### config.mk
export PLATFORM = sky130hd
export DESIGN_NAME = regFile
export DESIGN_NICKNAME = d
export VERILOG_FILES = /design/src/hw/regFile.sv
export VERILOG_INCLUDE_DIRS = /design/src /design/src/hw
export SDC_FILE = /design/constraint.sdc
export NUM_CORES = 2
export LEC_CHECK = 0
export BUFFER_PORTS_ARGS = -buffer_cell sky130_fd_sc_hd__clkbuf_2
export CAP_MARGIN = 20
export CORE_ASPECT_RATIO = 0.75
export CORE_MARGIN = 1.5
export CORE_UTILIZATION = 51
export DETAILED_ROUTE_END_ITERATION = 7
export HOLD_SLACK_MARGIN = 0.08
export PLACE_DENSITY = 0.72
export SYNTH_ARGS = -nofsm -noshare
export SYNTH_HDL_FRONTEND = slang
export SYNTH_SLANG_ARGS = --single-unit
### constraint.sdc
create_clock -name clk -period 52.5 [get_ports clk]
set_clock_uncertainty 0.2 [all_clocks]
set_input_delay 7.875 -clock clk [delete_from_list [all_inputs] [get_ports clk]]
set_output_delay 7.875 -clock clk [all_outputs]
set_load 0.1 [all_outputs]
### src/hw/mips_macros.svh
`ifndef MIPS_MACROS_SVH
`define MIPS_MACROS_SVH

// datapath and address width
`define XLEN 32

// word-addressed memories, byte address bits [1:0] dropped
`define IMEM_WORDS 64
`define DMEM_WORDS 64

// architectural registers, 5-bit numbers
`define REG_COUNT 32

// first fetch address once rst falls
`define RESET_PC 32'h0000_0000

`endif

### src/hw/regFile.sv
`timescale 1ns/10ps
`include "mips_macros.svh"

module regFile (
    input  logic             clk,
    input  logic             rst,
    input  logic [4:0]       readA,
    input  logic [4:0]       readB,
    output logic [`XLEN-1:0] rdA,
    output logic [`XLEN-1:0] rdB,
    input  logic             writeEn,
    input  logic [4:0]       writeAddr,
    input  logic [`XLEN-1:0] writeData
);

    logic [`XLEN-1:0] regs [`REG_COUNT];

    always_ff @(posedge clk or posedge rst) begin
        if (rst) begin
            for (int i = 0; i < `REG_COUNT; i++) begin
                regs[i] <= '0;
            end
        end else if (writeEn) begin
            regs[writeAddr] <= writeData;
        end
    end

    // $0 is hardwired, writeback bypasses straight into decode
    assign rdA = (readA == 5'd0) ? '0 :
                 (writeEn && writeAddr == readA) ? writeData : regs[readA];
    assign rdB = (readB == 5'd0) ? '0 :
                 (writeEn && writeAddr == readB) ? writeData : regs[readB];

    assert property (@(posedge clk) disable iff (rst) !$isunknown(writeEn));

endmodule

==> impl_metrics.toml <==
[cells_and_area]
nets = 3690
fin_cells = 5160
multi_input_comb_area_um2 = 27700
layout-drive-gt1-share = 0.505
final-seq-area_um2 = 25600
largest_register = "regs"
biggestRegsByFlops = "regs (1024)"
fillers = 8516
largest_reg_flops = 1024
area_growth_pct = 9.07

[job]
drv_cap = 0

[placement]
port_buffers = 113
hpwlAfterDp_mm = 98.9
dp_cells = 4965
gp_congestion = 0.838

[clock_tree]
clockBufferDepth = 3
insertion_delay_ns = 0.70
clk_transition_reported_paths_ns = 0.05
cts_root_buffer = "clkbuf_16"
htree_levels = 3
tritoncts = "yes"
cts.sinks = 1024
post_cts_resized = 0
cts_setup_buffers = 0
cts.hold.buffers_added = 0
cts_buffers = 101

[grt]
grt_first_pass_wirelength_mm = 261
grt_max_degree = 171
first_global_vias = 36600
grt.total_usage = 0.326
antenna_found_initial = 7
overflow = 0

[drt]
avgViaCountPerCell = 7.12
final_antenna_net_count = 0
num_vias = 36800
drtIter0Drc = 4514
routed_wl_mm = 179
dr.pass1.iters = 5
wl_per_cell_um = 34.6
drcViolationCount = 0

[floorplan]
rows = 104
ios = 114
core_area_um2 = 107000
start_util = 0.514
die_area_um2 = 110000
die_x_um = 383
fp.dieH_um = 288

[power]
ir_drop_mv = 0.0296
leakage_uw = 0.0260
power_density_nw_per_um2 = 39.8
design_power_total_uw = 2390

[sta]
hold_viol = 0
slew_viol_final = 0
min_period_ns = 20.88
max_freq_ghz = 0.0479
relSlewSlack = 0.233
worstMarginPinSlew_ns = 1.15
fin_crit_sh = 0.398
rsz0062_at_grt = "false"
tns_ns = 0
finalSetupViolCount = 0

[synthesis]
synth_seq_area_share = 0.465
ys_ff_latch = 1024
synth_top_cell_by_area = "dfrtp_1"
ys.warnings.count = 0
synth-compound-area-share = 0.0583
synth-simple-area-share = 0.0152
synthArstFlopShare = 1.00
yosysMostFrequentCell = "mux2_2"
synthAdderAreaFrac = 0
syn-cell-area_um2 = 55100
synthMuxAreaShare = 0.423
synth.top_cell.area_share = 0.465
synthFlopType = "dfrtp_1"
synth_edf_count = 0
synth_top_family_by_area = "multiplexers"
synth_nets = 3796
yosys-top-cells-count = "1040 x mux2_2, 1024 x dfrtp_1, 404 x mux4_2, 233 x mux2i_1, 168 x clkbuf_1"
synth_area_leaders = "dfrtp_1 47%, mux2_2 21%, mux4_2 17%"
synth_cell_types = 60
synthCells = 3746
synth_xor_area_frac = 0.00159
syn_area_per_cell_um2 = 14.7

[setup_path]
critPathLaunchType = "input pin"
critPathCaptureType = "output port"
cp_max_fo = 69
path_class = "input pin to output port"
crit_required_ns = 44.43
arrival_ns = 12.81

[outcome]
status = "finished, final reports clean"

[worst_hold_path]
hp-class = "flop to flop"
==> cell usage in the layout (no fill, tap or decap), types with 6 or more instances in the layout <==
| master | count |
|---|---|
| mux2i_1 | 233 |
| mux2_1 | 8 |
| o22ai_1 | 44 |
| clkbuf_1 | 17 |
| clkbuf_16 | 104 |
| a221oi_1 | 13 |
| nand2_1 | 60 |
| clkinv_2 | 18 |
| nand3_1 | 8 |
| nor2_1 | 23 |
| a32o_1 | 32 |
| a221o_1 | 16 |
| buf_4 | 83 |
| nor2_4 | 20 |
| clkbuf_8 | 20 |
| o21ai_0 | 52 |
| mux2_2 | 1040 |
| nand2_2 | 12 |
| o221a_2 | 10 |
| dfrtp_1 | 1024 |
| o221ai_1 | 36 |
| a22oi_1 | 106 |
| a21oi_1 | 54 |
| clkbuf_2 | 105 |
| xnor2_1 | 8 |
| bufinv_16 | 16 |
| mux4_2 | 404 |
| a22o_1 | 8 |
| clkinvlp_4 | 8 |
| o211ai_1 | 6 |
| a211oi_1 | 38 |
==> report_power, final <==
group | internal, uW | total, uW | switching (uW)
logic | 275 | 530 | 254
clock network | 471 | 799 | 329
registers | 944 | 1060 | 119
total | 1690 | 2390 | 702
==> per-stage QoR <==
stage          utilization  cell area [um2]  hold WS (ns)  worst slack [ns]
6_report             0.560            60100         0.320             31.62
5_1_grt              0.560            60100         0.334             31.28
4_1_cts              0.560            60000         0.324             31.58
3_5_place_dp         0.526            56400         0.310             31.59
3_3_place_gp         0.526            56400         0.295             31.64
2_1_floorplan            -            55100         0.275             15.61
==> cell families (layout without fill, tap and decap cells) <==
kind of cell              after synthesis  in the layout
AOI/OAI and AO/OA                     437            437
xor gates and xnor gates               10             10
buffers and inverters                 411            391
DFF                                  1024           1024
muxes                                1687           1687
other                                   0              3
and+or+nand+nor                       177            177
==> worst max-delay path, cell delays in order <==
cell	delay [ns]
buf_8	0.57
buf_4	0.74
buf_4	0.81
buf_4	0.80
mux4_2	0.60
a211oi_1	0.37
nand2_1	0.16
a32o_1	0.32
clkbuf_2	0.38
==> final cells by class <==
| cell class | instances | share of cell area |
|---|---|---|
| inverter | 3 | 0.000312 |
| clock buffer | 141 | 0.0489 |
| clock inverter | 48 | 0.0115 |
| tap | 1431 | 0.0298 |
| timing repair buffer | 199 | 0.0224 |
| antenna | 3 | 0.000125 |
| multi-input combinational | 2311 | 0.461 |
| sequential | 1024 | 0.426 |
==> routing by layer <==
layer | vias up | wire (um) | global-route usage
met3 | 422 | 20900 | 0.109
met5 | - | 156 | 0.00603
met2 | 2214 | 77500 | 0.468
met1 | 19700 | 73300 | 0.462
met4 | 10 | 6820 | 0.117
li1 | 14400 | - | -
==> path summary, 6_finish.rpt <==
| check | start | endpoint | slack (ns) | cells after the start |
|---|---|---|---|---|
| max | readA[0] | rdA[2] | 31.62 | 9 |
| min | regs[410] | regs[410] | 0.32 | 1 |
| max reg2reg | regs[533] | regs[533] | 51.46 | 1 |
| min reg2reg | regs[410] | regs[410] | 0.32 | 1 |
| max in group asynchronous | rst | regs[681] | 41.60 | 5 |
| min in group asynchronous | rst | regs[480] | 7.17 | 2 |
Power figures use the tool's default switching activity.
