`src/hw/mips_macros.svh`:
```
`ifndef MIPS_MACROS_SVH
`define MIPS_MACROS_SVH

// datapath and address width
`define XLEN 32

// word-addressed memories, byte address bits [1:0] dropped
`define IMEM_WORDS 64
`define DMEM_WORDS 64

// architectural registers, 5-bit numbers
`define REG_COUNT 32

// first fetch address once rst falls
`define RESET_PC 32'h0000_0000

`endif

```
`src/hw/mipsPkg.sv`:
```
package mipsPkg;

    // primary opcode field, instr[31:26]
    typedef enum logic [5:0] {
        OP_RTYPE = 6'b000000,
        OP_BEQ   = 6'b000100,
        OP_BNE   = 6'b000101,
        OP_ADDI  = 6'b001000,
        OP_SLTI  = 6'b001010,
        OP_ANDI  = 6'b001100,
        OP_ORI   = 6'b001101,
        OP_XORI  = 6'b001110,
        OP_LW    = 6'b100011,
        OP_SW    = 6'b101011
    } opcode_t;

    // funct field of R-type, instr[5:0]
    typedef enum logic [5:0] {
        FN_NOP  = 6'b000000,
        FN_ADD  = 6'b100000,
        FN_SUB  = 6'b100010,
        FN_AND  = 6'b100100,
        FN_OR   = 6'b100101,
        FN_XOR  = 6'b100110,
        FN_XNOR = 6'b100111,
        FN_SLT  = 6'b101010
    } funct_t;

    // bit 2 set means B inverted and carry in for the adder
    typedef enum logic [2:0] {
        ALU_AND  = 3'b000,
        ALU_OR   = 3'b001,
        ALU_ADD  = 3'b010,
        ALU_XOR  = 3'b011,
        ALU_XNOR = 3'b100,
        ALU_SUB  = 3'b101,
        ALU_SLT  = 3'b110
    } aluOp_t;

    typedef enum logic [1:0] {
        FWD_REGFILE  = 2'b00,
        FWD_FROM_WB  = 2'b01,
        FWD_FROM_MEM = 2'b10
    } fwdSel_t;

    typedef struct packed {
        logic   regWrite;
        logic   memToReg;   // result comes from data memory
        logic   memWrite;
        aluOp_t aluOp;
        logic   aluSrcImm;  // B operand is the immediate
        logic   zeroExt;
        logic   regDst;     // write rd, else rt
        logic   branchEq;
        logic   branchNe;
    } ctrl_t;

endpackage

```
`src/hw/hazardIf.sv`:
```
`timescale 1ns/10ps

interface hazardIf import mipsPkg::*; (input logic clk);

    // decode stage
    logic [4:0] rsD;
    logic [4:0] rtD;
    logic       branchD;

    // execute stage
    logic [4:0] rsE;
    logic [4:0] rtE;
    logic [4:0] writeRegE;
    logic       regWriteE;
    logic       memToRegE;

    // memory and writeback stages
    logic [4:0] writeRegM;
    logic       regWriteM;
    logic       memToRegM;
    logic [4:0] writeRegW;
    logic       regWriteW;

    // controls from the hazard unit
    logic    stallF;
    logic    stallD;
    logic    flushE;
    logic    forwardAD;
    logic    forwardBD;
    fwdSel_t forwardAE;
    fwdSel_t forwardBE;

    modport pipe (
        output rsD, rtD, branchD, rsE, rtE, writeRegE, regWriteE, memToRegE,
               writeRegM, regWriteM, memToRegM, writeRegW, regWriteW,
        input  stallF, stallD, flushE, forwardAD, forwardBD, forwardAE, forwardBE
    );

    modport hazard (
        input  clk, rsD, rtD, branchD, rsE, rtE, writeRegE, regWriteE, memToRegE,
               writeRegM, regWriteM, memToRegM, writeRegW, regWriteW,
        output stallF, stallD, flushE, forwardAD, forwardBD, forwardAE, forwardBE
    );

endinterface

```
`src/hw/hazardUnit.sv`:
```
`timescale 1ns/10ps

module hazardUnit import mipsPkg::*; (
    hazardIf.hazard hz
);

    logic lwStall, branchStall, stall;

    function automatic fwdSel_t pickFwd(logic [4:0] src);
        fwdSel_t sel;
        sel = FWD_REGFILE;
        if (src != 5'd0 && hz.regWriteM && src == hz.writeRegM)
            sel = FWD_FROM_MEM;
        else if (src != 5'd0 && hz.regWriteW && src == hz.writeRegW)
            sel = FWD_FROM_WB;
        return sel;
    endfunction

    always_comb begin
        hz.forwardAE = pickFwd(hz.rsE);
        hz.forwardBE = pickFwd(hz.rtE);
    end

    // decode side only sees the memory stage
    assign hz.forwardAD = (hz.rsD != 5'd0) && hz.regWriteM && (hz.rsD == hz.writeRegM);
    assign hz.forwardBD = (hz.rtD != 5'd0) && hz.regWriteM && (hz.rtD == hz.writeRegM);

    // load in execute feeding decode
    assign lwStall = hz.memToRegE &&
                     ((hz.writeRegE == hz.rsD) || (hz.writeRegE == hz.rtD));

    // branch operand still in execute or still being loaded
    assign branchStall = hz.branchD &&
        ((hz.regWriteE && ((hz.writeRegE == hz.rsD) || (hz.writeRegE == hz.rtD))) ||
         (hz.memToRegM && ((hz.writeRegM == hz.rsD) || (hz.writeRegM == hz.rtD))));

    assign stall     = lwStall || branchStall;
    assign hz.stallF = stall;
    assign hz.stallD = stall;
    assign hz.flushE = stall;

    assert property (@(posedge hz.clk) hz.stallF == hz.stallD);

endmodule

```
`src/flat_wrapper.sv`:
```
// flat-port wrapper written by rule: the top's interface ports become plain ports
module hazardUnit_flat import mipsPkg::*;
  (clk, hz_rsD, hz_rtD, hz_branchD, hz_rsE, hz_rtE, hz_writeRegE, hz_regWriteE, hz_memToRegE, hz_writeRegM, hz_regWriteM, hz_memToRegM, hz_writeRegW, hz_regWriteW, hz_stallF, hz_stallD, hz_flushE, hz_forwardAD, hz_forwardBD, hz_forwardAE, hz_forwardBE);
  hazardIf hz_i (.clk(clk));
  input wire logic clk;
  input wire logic [$bits(hz_i.rsD)-1:0] hz_rsD;
  input wire logic [$bits(hz_i.rtD)-1:0] hz_rtD;
  input wire logic [$bits(hz_i.branchD)-1:0] hz_branchD;
  input wire logic [$bits(hz_i.rsE)-1:0] hz_rsE;
  input wire logic [$bits(hz_i.rtE)-1:0] hz_rtE;
  input wire logic [$bits(hz_i.writeRegE)-1:0] hz_writeRegE;
  input wire logic [$bits(hz_i.regWriteE)-1:0] hz_regWriteE;
  input wire logic [$bits(hz_i.memToRegE)-1:0] hz_memToRegE;
  input wire logic [$bits(hz_i.writeRegM)-1:0] hz_writeRegM;
  input wire logic [$bits(hz_i.regWriteM)-1:0] hz_regWriteM;
  input wire logic [$bits(hz_i.memToRegM)-1:0] hz_memToRegM;
  input wire logic [$bits(hz_i.writeRegW)-1:0] hz_writeRegW;
  input wire logic [$bits(hz_i.regWriteW)-1:0] hz_regWriteW;
  output wire logic [$bits(hz_i.stallF)-1:0] hz_stallF;
  output wire logic [$bits(hz_i.stallD)-1:0] hz_stallD;
  output wire logic [$bits(hz_i.flushE)-1:0] hz_flushE;
  output wire logic [$bits(hz_i.forwardAD)-1:0] hz_forwardAD;
  output wire logic [$bits(hz_i.forwardBD)-1:0] hz_forwardBD;
  output wire logic [$bits(hz_i.forwardAE)-1:0] hz_forwardAE;
  output wire logic [$bits(hz_i.forwardBE)-1:0] hz_forwardBE;
  assign hz_i.rsD = hz_rsD;
  assign hz_i.rtD = hz_rtD;
  assign hz_i.branchD = hz_branchD;
  assign hz_i.rsE = hz_rsE;
  assign hz_i.rtE = hz_rtE;
  assign hz_i.writeRegE = hz_writeRegE;
  assign hz_i.regWriteE = hz_regWriteE;
  assign hz_i.memToRegE = hz_memToRegE;
  assign hz_i.writeRegM = hz_writeRegM;
  assign hz_i.regWriteM = hz_regWriteM;
  assign hz_i.memToRegM = hz_memToRegM;
  assign hz_i.writeRegW = hz_writeRegW;
  assign hz_i.regWriteW = hz_regWriteW;
  assign hz_stallF = hz_i.stallF;
  assign hz_stallD = hz_i.stallD;
  assign hz_flushE = hz_i.flushE;
  assign hz_forwardAD = hz_i.forwardAD;
  assign hz_forwardBD = hz_i.forwardBD;
  assign hz_forwardAE = hz_i.forwardAE;
  assign hz_forwardBE = hz_i.forwardBE;
  hazardUnit u_core (.hz(hz_i));
endmodule
```
`config.mk`:
```
export PLATFORM = sky130hd
export DESIGN_NAME = hazardUnit_flat
export DESIGN_NICKNAME = d
export VERILOG_FILES = /design/src/hw/mips_macros.svh /design/src/hw/mipsPkg.sv /design/src/hw/hazardIf.sv /design/src/hw/hazardUnit.sv /design/src/flat_wrapper.sv
export SDC_FILE = /design/constraint.sdc
export NUM_CORES = 1
export LEC_CHECK = 0
export ABC_AREA = 0
export BUFFER_PORTS_ARGS = -buffer_cell sky130_fd_sc_hd__buf_2
export CORE_ASPECT_RATIO = 1.25
export CORE_MARGIN = 8
export CORE_UTILIZATION = 25
export DETAILED_ROUTE_END_ITERATION = 7
export SLEW_MARGIN = 5
export SYNTH_ARGS = -nofsm -noshare
export SYNTH_HDL_FRONTEND = slang
export SYNTH_SLANG_ARGS = --single-unit
export TNS_END_PERCENT = 10
```
`constraint.sdc`:
```
create_clock -name vclk -period 2.8
set_input_delay 0.28 -clock vclk [all_inputs]
set_output_delay 0.28 -clock vclk [all_outputs]
set_load 0.01 [all_outputs]
```
==> key figures <==
Global routing
  – Initial antenna violation count: 0
  – Pin count of the biggest net entering global routing: 5
  – Total GRT Usage: 9.772%
  – First-pass GRT wire length: approximately 3500 µm
  – Congestion Overflow GR: 0
  – Vias in the first global route: 867

Timing
  – Final worst-path cycle share: slightly below 70%
  – Peak Freq: around 530 MHz
  – Fin crit period: 1.898 ns
  – Slew margin rel.: around four fifths
  – Setup ws final: approximately 0.9 ns
  – Setup violations, final: 0
  – Fin Setup TNS: 0 ns
  – RSZ-0062 raised after global routing: no
  – Final hold violation count: 0
  – Worst slew pin tran: 0.3019 ns
  – Max Transition Viols Final: 0

Finish
  – Nets: 167
  – Leading cell types in the layout, fill and taps excluded: buf_2, xor2_1, xnor2_1
  – Register Area: 0 µm²
  – ANT cells: 0
  – # clk buffers: 0
  – Layout Cells excl Fill: around 160
  – Layout cell share with drive strength beyond 1: 47.15%
  – Post-layout util: 37.18%
  – Commonest non-fill, non-tap cell in the layout: buf_2
  – Area Overhead vs Synth: 46.23%
  – Flip-flop and latch count: 0

Yosys
  – Mean Syn Cell Area: around 8 µm²
  – Sequential share of the synthesized area: 0%
  – Mapped Nets: approximately 120
  – Ys Warns: 0
  – Post-Syn Area: 598.1 µm²
  – Unique masters post-synth: 15
  – Mapped Cells: between 70 and 80

Worst setup path
  – Max incr delay on CP: 0.53 ns
  – Peak fanout along the critical path: 3
  – Critical path's top delay family: simple AND/OR/NAND/NOR gates
  – Worst EP required: 2.52 ns
  – Crit path cell chain: buf_2, xor2_1, or4_1, nor3_1, a311o_1, buf_2
  – Crit path buf inv count: 2
  – CP endpoint kind: primary output
  – CP max stage cell: or4_1
  – Crit path kind: input port to primary output
  – Most used cell along the critical path: buf_2
  – Arrival time at the worst endpoint: 1.62 ns
  – Startpoint types: input port

Routing
  – Mean routed wirelength per cell: ~14 µm
  – Drt initial violations: 5
  – DRC viols: 0
  – Total wire length: 2203 µm
  – Via count: roughly 730
  – Pre-antenna DRT Iters: 2
  – Final ANT Viol Nets: 0
  – Avg Vias per Cell: about 4.7

Placed design
  – Dpl ws: 0.8949 ns
  – Post-DP HPWL: about 2000 µm
  – Placed insts: 156
  – Buffers on Ports: 50
  – RD Place Congestion: between 0.8 and 0.9

Floorplanning
  – Ports: 51
  – Die W: 59.75 µm
  – Core Region: between 0.002 and 0.0025 mm²
  – DIE HEIGHT: 70.69 µm
  – Die area: between 0.004 and 0.005 mm²
  – FP Rows: 20
  – Initial Util: 25.43%

Clocking
  – Post-CTS Setup Bufs: 0
  – Post-CTS Hold Buffers: 0
  – CTS resizes: 0

Power
  – P_leak: 0.0003833 µW
  – Power per cell area: 143.6 mW/mm²
  – Worst VDD drop: 0.06267 mV

Flow run
  – Max cap viols: 0

Status
  – Status: complete, no violations

Worst hold path
  – Hold crit path type: input port to primary output
area by class of cell:
| type | instances | area, µm² |
|---|---|---|
| repair buffers | 50 | 250.2 |
| multi-input cells | 73 | 583.1 |
| well taps | 33 | 41.29 |
| fillers | 275 | 1478 |
worst paths after layout:
path | start | to | slack [ns] | cells past startpoint
setup / recovery | hz_rsD[2] | hz_flushE | 0.90 | 6
hold / removal | hz_regWriteW | hz_forwardAE[0] | 0.91 | 4
logic make-up (layout without fill, tap and decap cells):
logic type | Yosys count | after routing | synth area share [%]
XOR/XNOR | 40 | 40 | 58.58
buffers and inverters | 2 | 50 | 2.510
AND/OR/NAND/NOR | 28 | 28 | 33.26
AO/OA/AOI/OAI | 5 | 5 | 5.648
cell usage after synthesis (all sizes together):
cell type / count / share of area [%]
nand4: 5 / 5.2
nand2: 4 / 2.5
nor3: 4 / 3.3
xor2: 20 / 29
or4: 5 / 7.5
a311o: 1 / 1.7
a22o: 1 / 1.5
nor2: 6 / 6.3
a21oi: 1 / 0.84
o21ai: 2 / 1.7
xnor2: 20 / 29
nor4: 4 / 8.4
buf: 2 / 2.5
worst min-delay path, stage by stage:
cell     delay, ns
buf_2         0.11
nand2_1       0.07
nor4_2        0.05
buf_2         0.13
where the power goes:
group,internal (µW),total [µW],switching (µW)
Clock,0,0,0
Combinational,62.0,126,63.7
Sequential,0,0,0
metal layers:
metal / vias up / GRT usage [%] / wire [µm]
li1: 360 / - / -
met1: 317 / 11.19 / 899
met2: 50 / 16.35 / 921
met3: 4 / 4.174 / 345
met4: 0 / 1.596 / 37
met5: - / 0 / 0
metrics by stage:
step                area [µm²]  power, µW  hold WS [ns]
floorplan                598.1      64.65        0.6631
global placement         874.6      122.3        0.9192
detailed placement       874.6      126.7        0.9199
CTS                      874.6      127.3        0.9207
global route             874.6      137.2        0.9354
finish                   874.6      125.6        0.9142
Power figures use the tool's default switching activity.
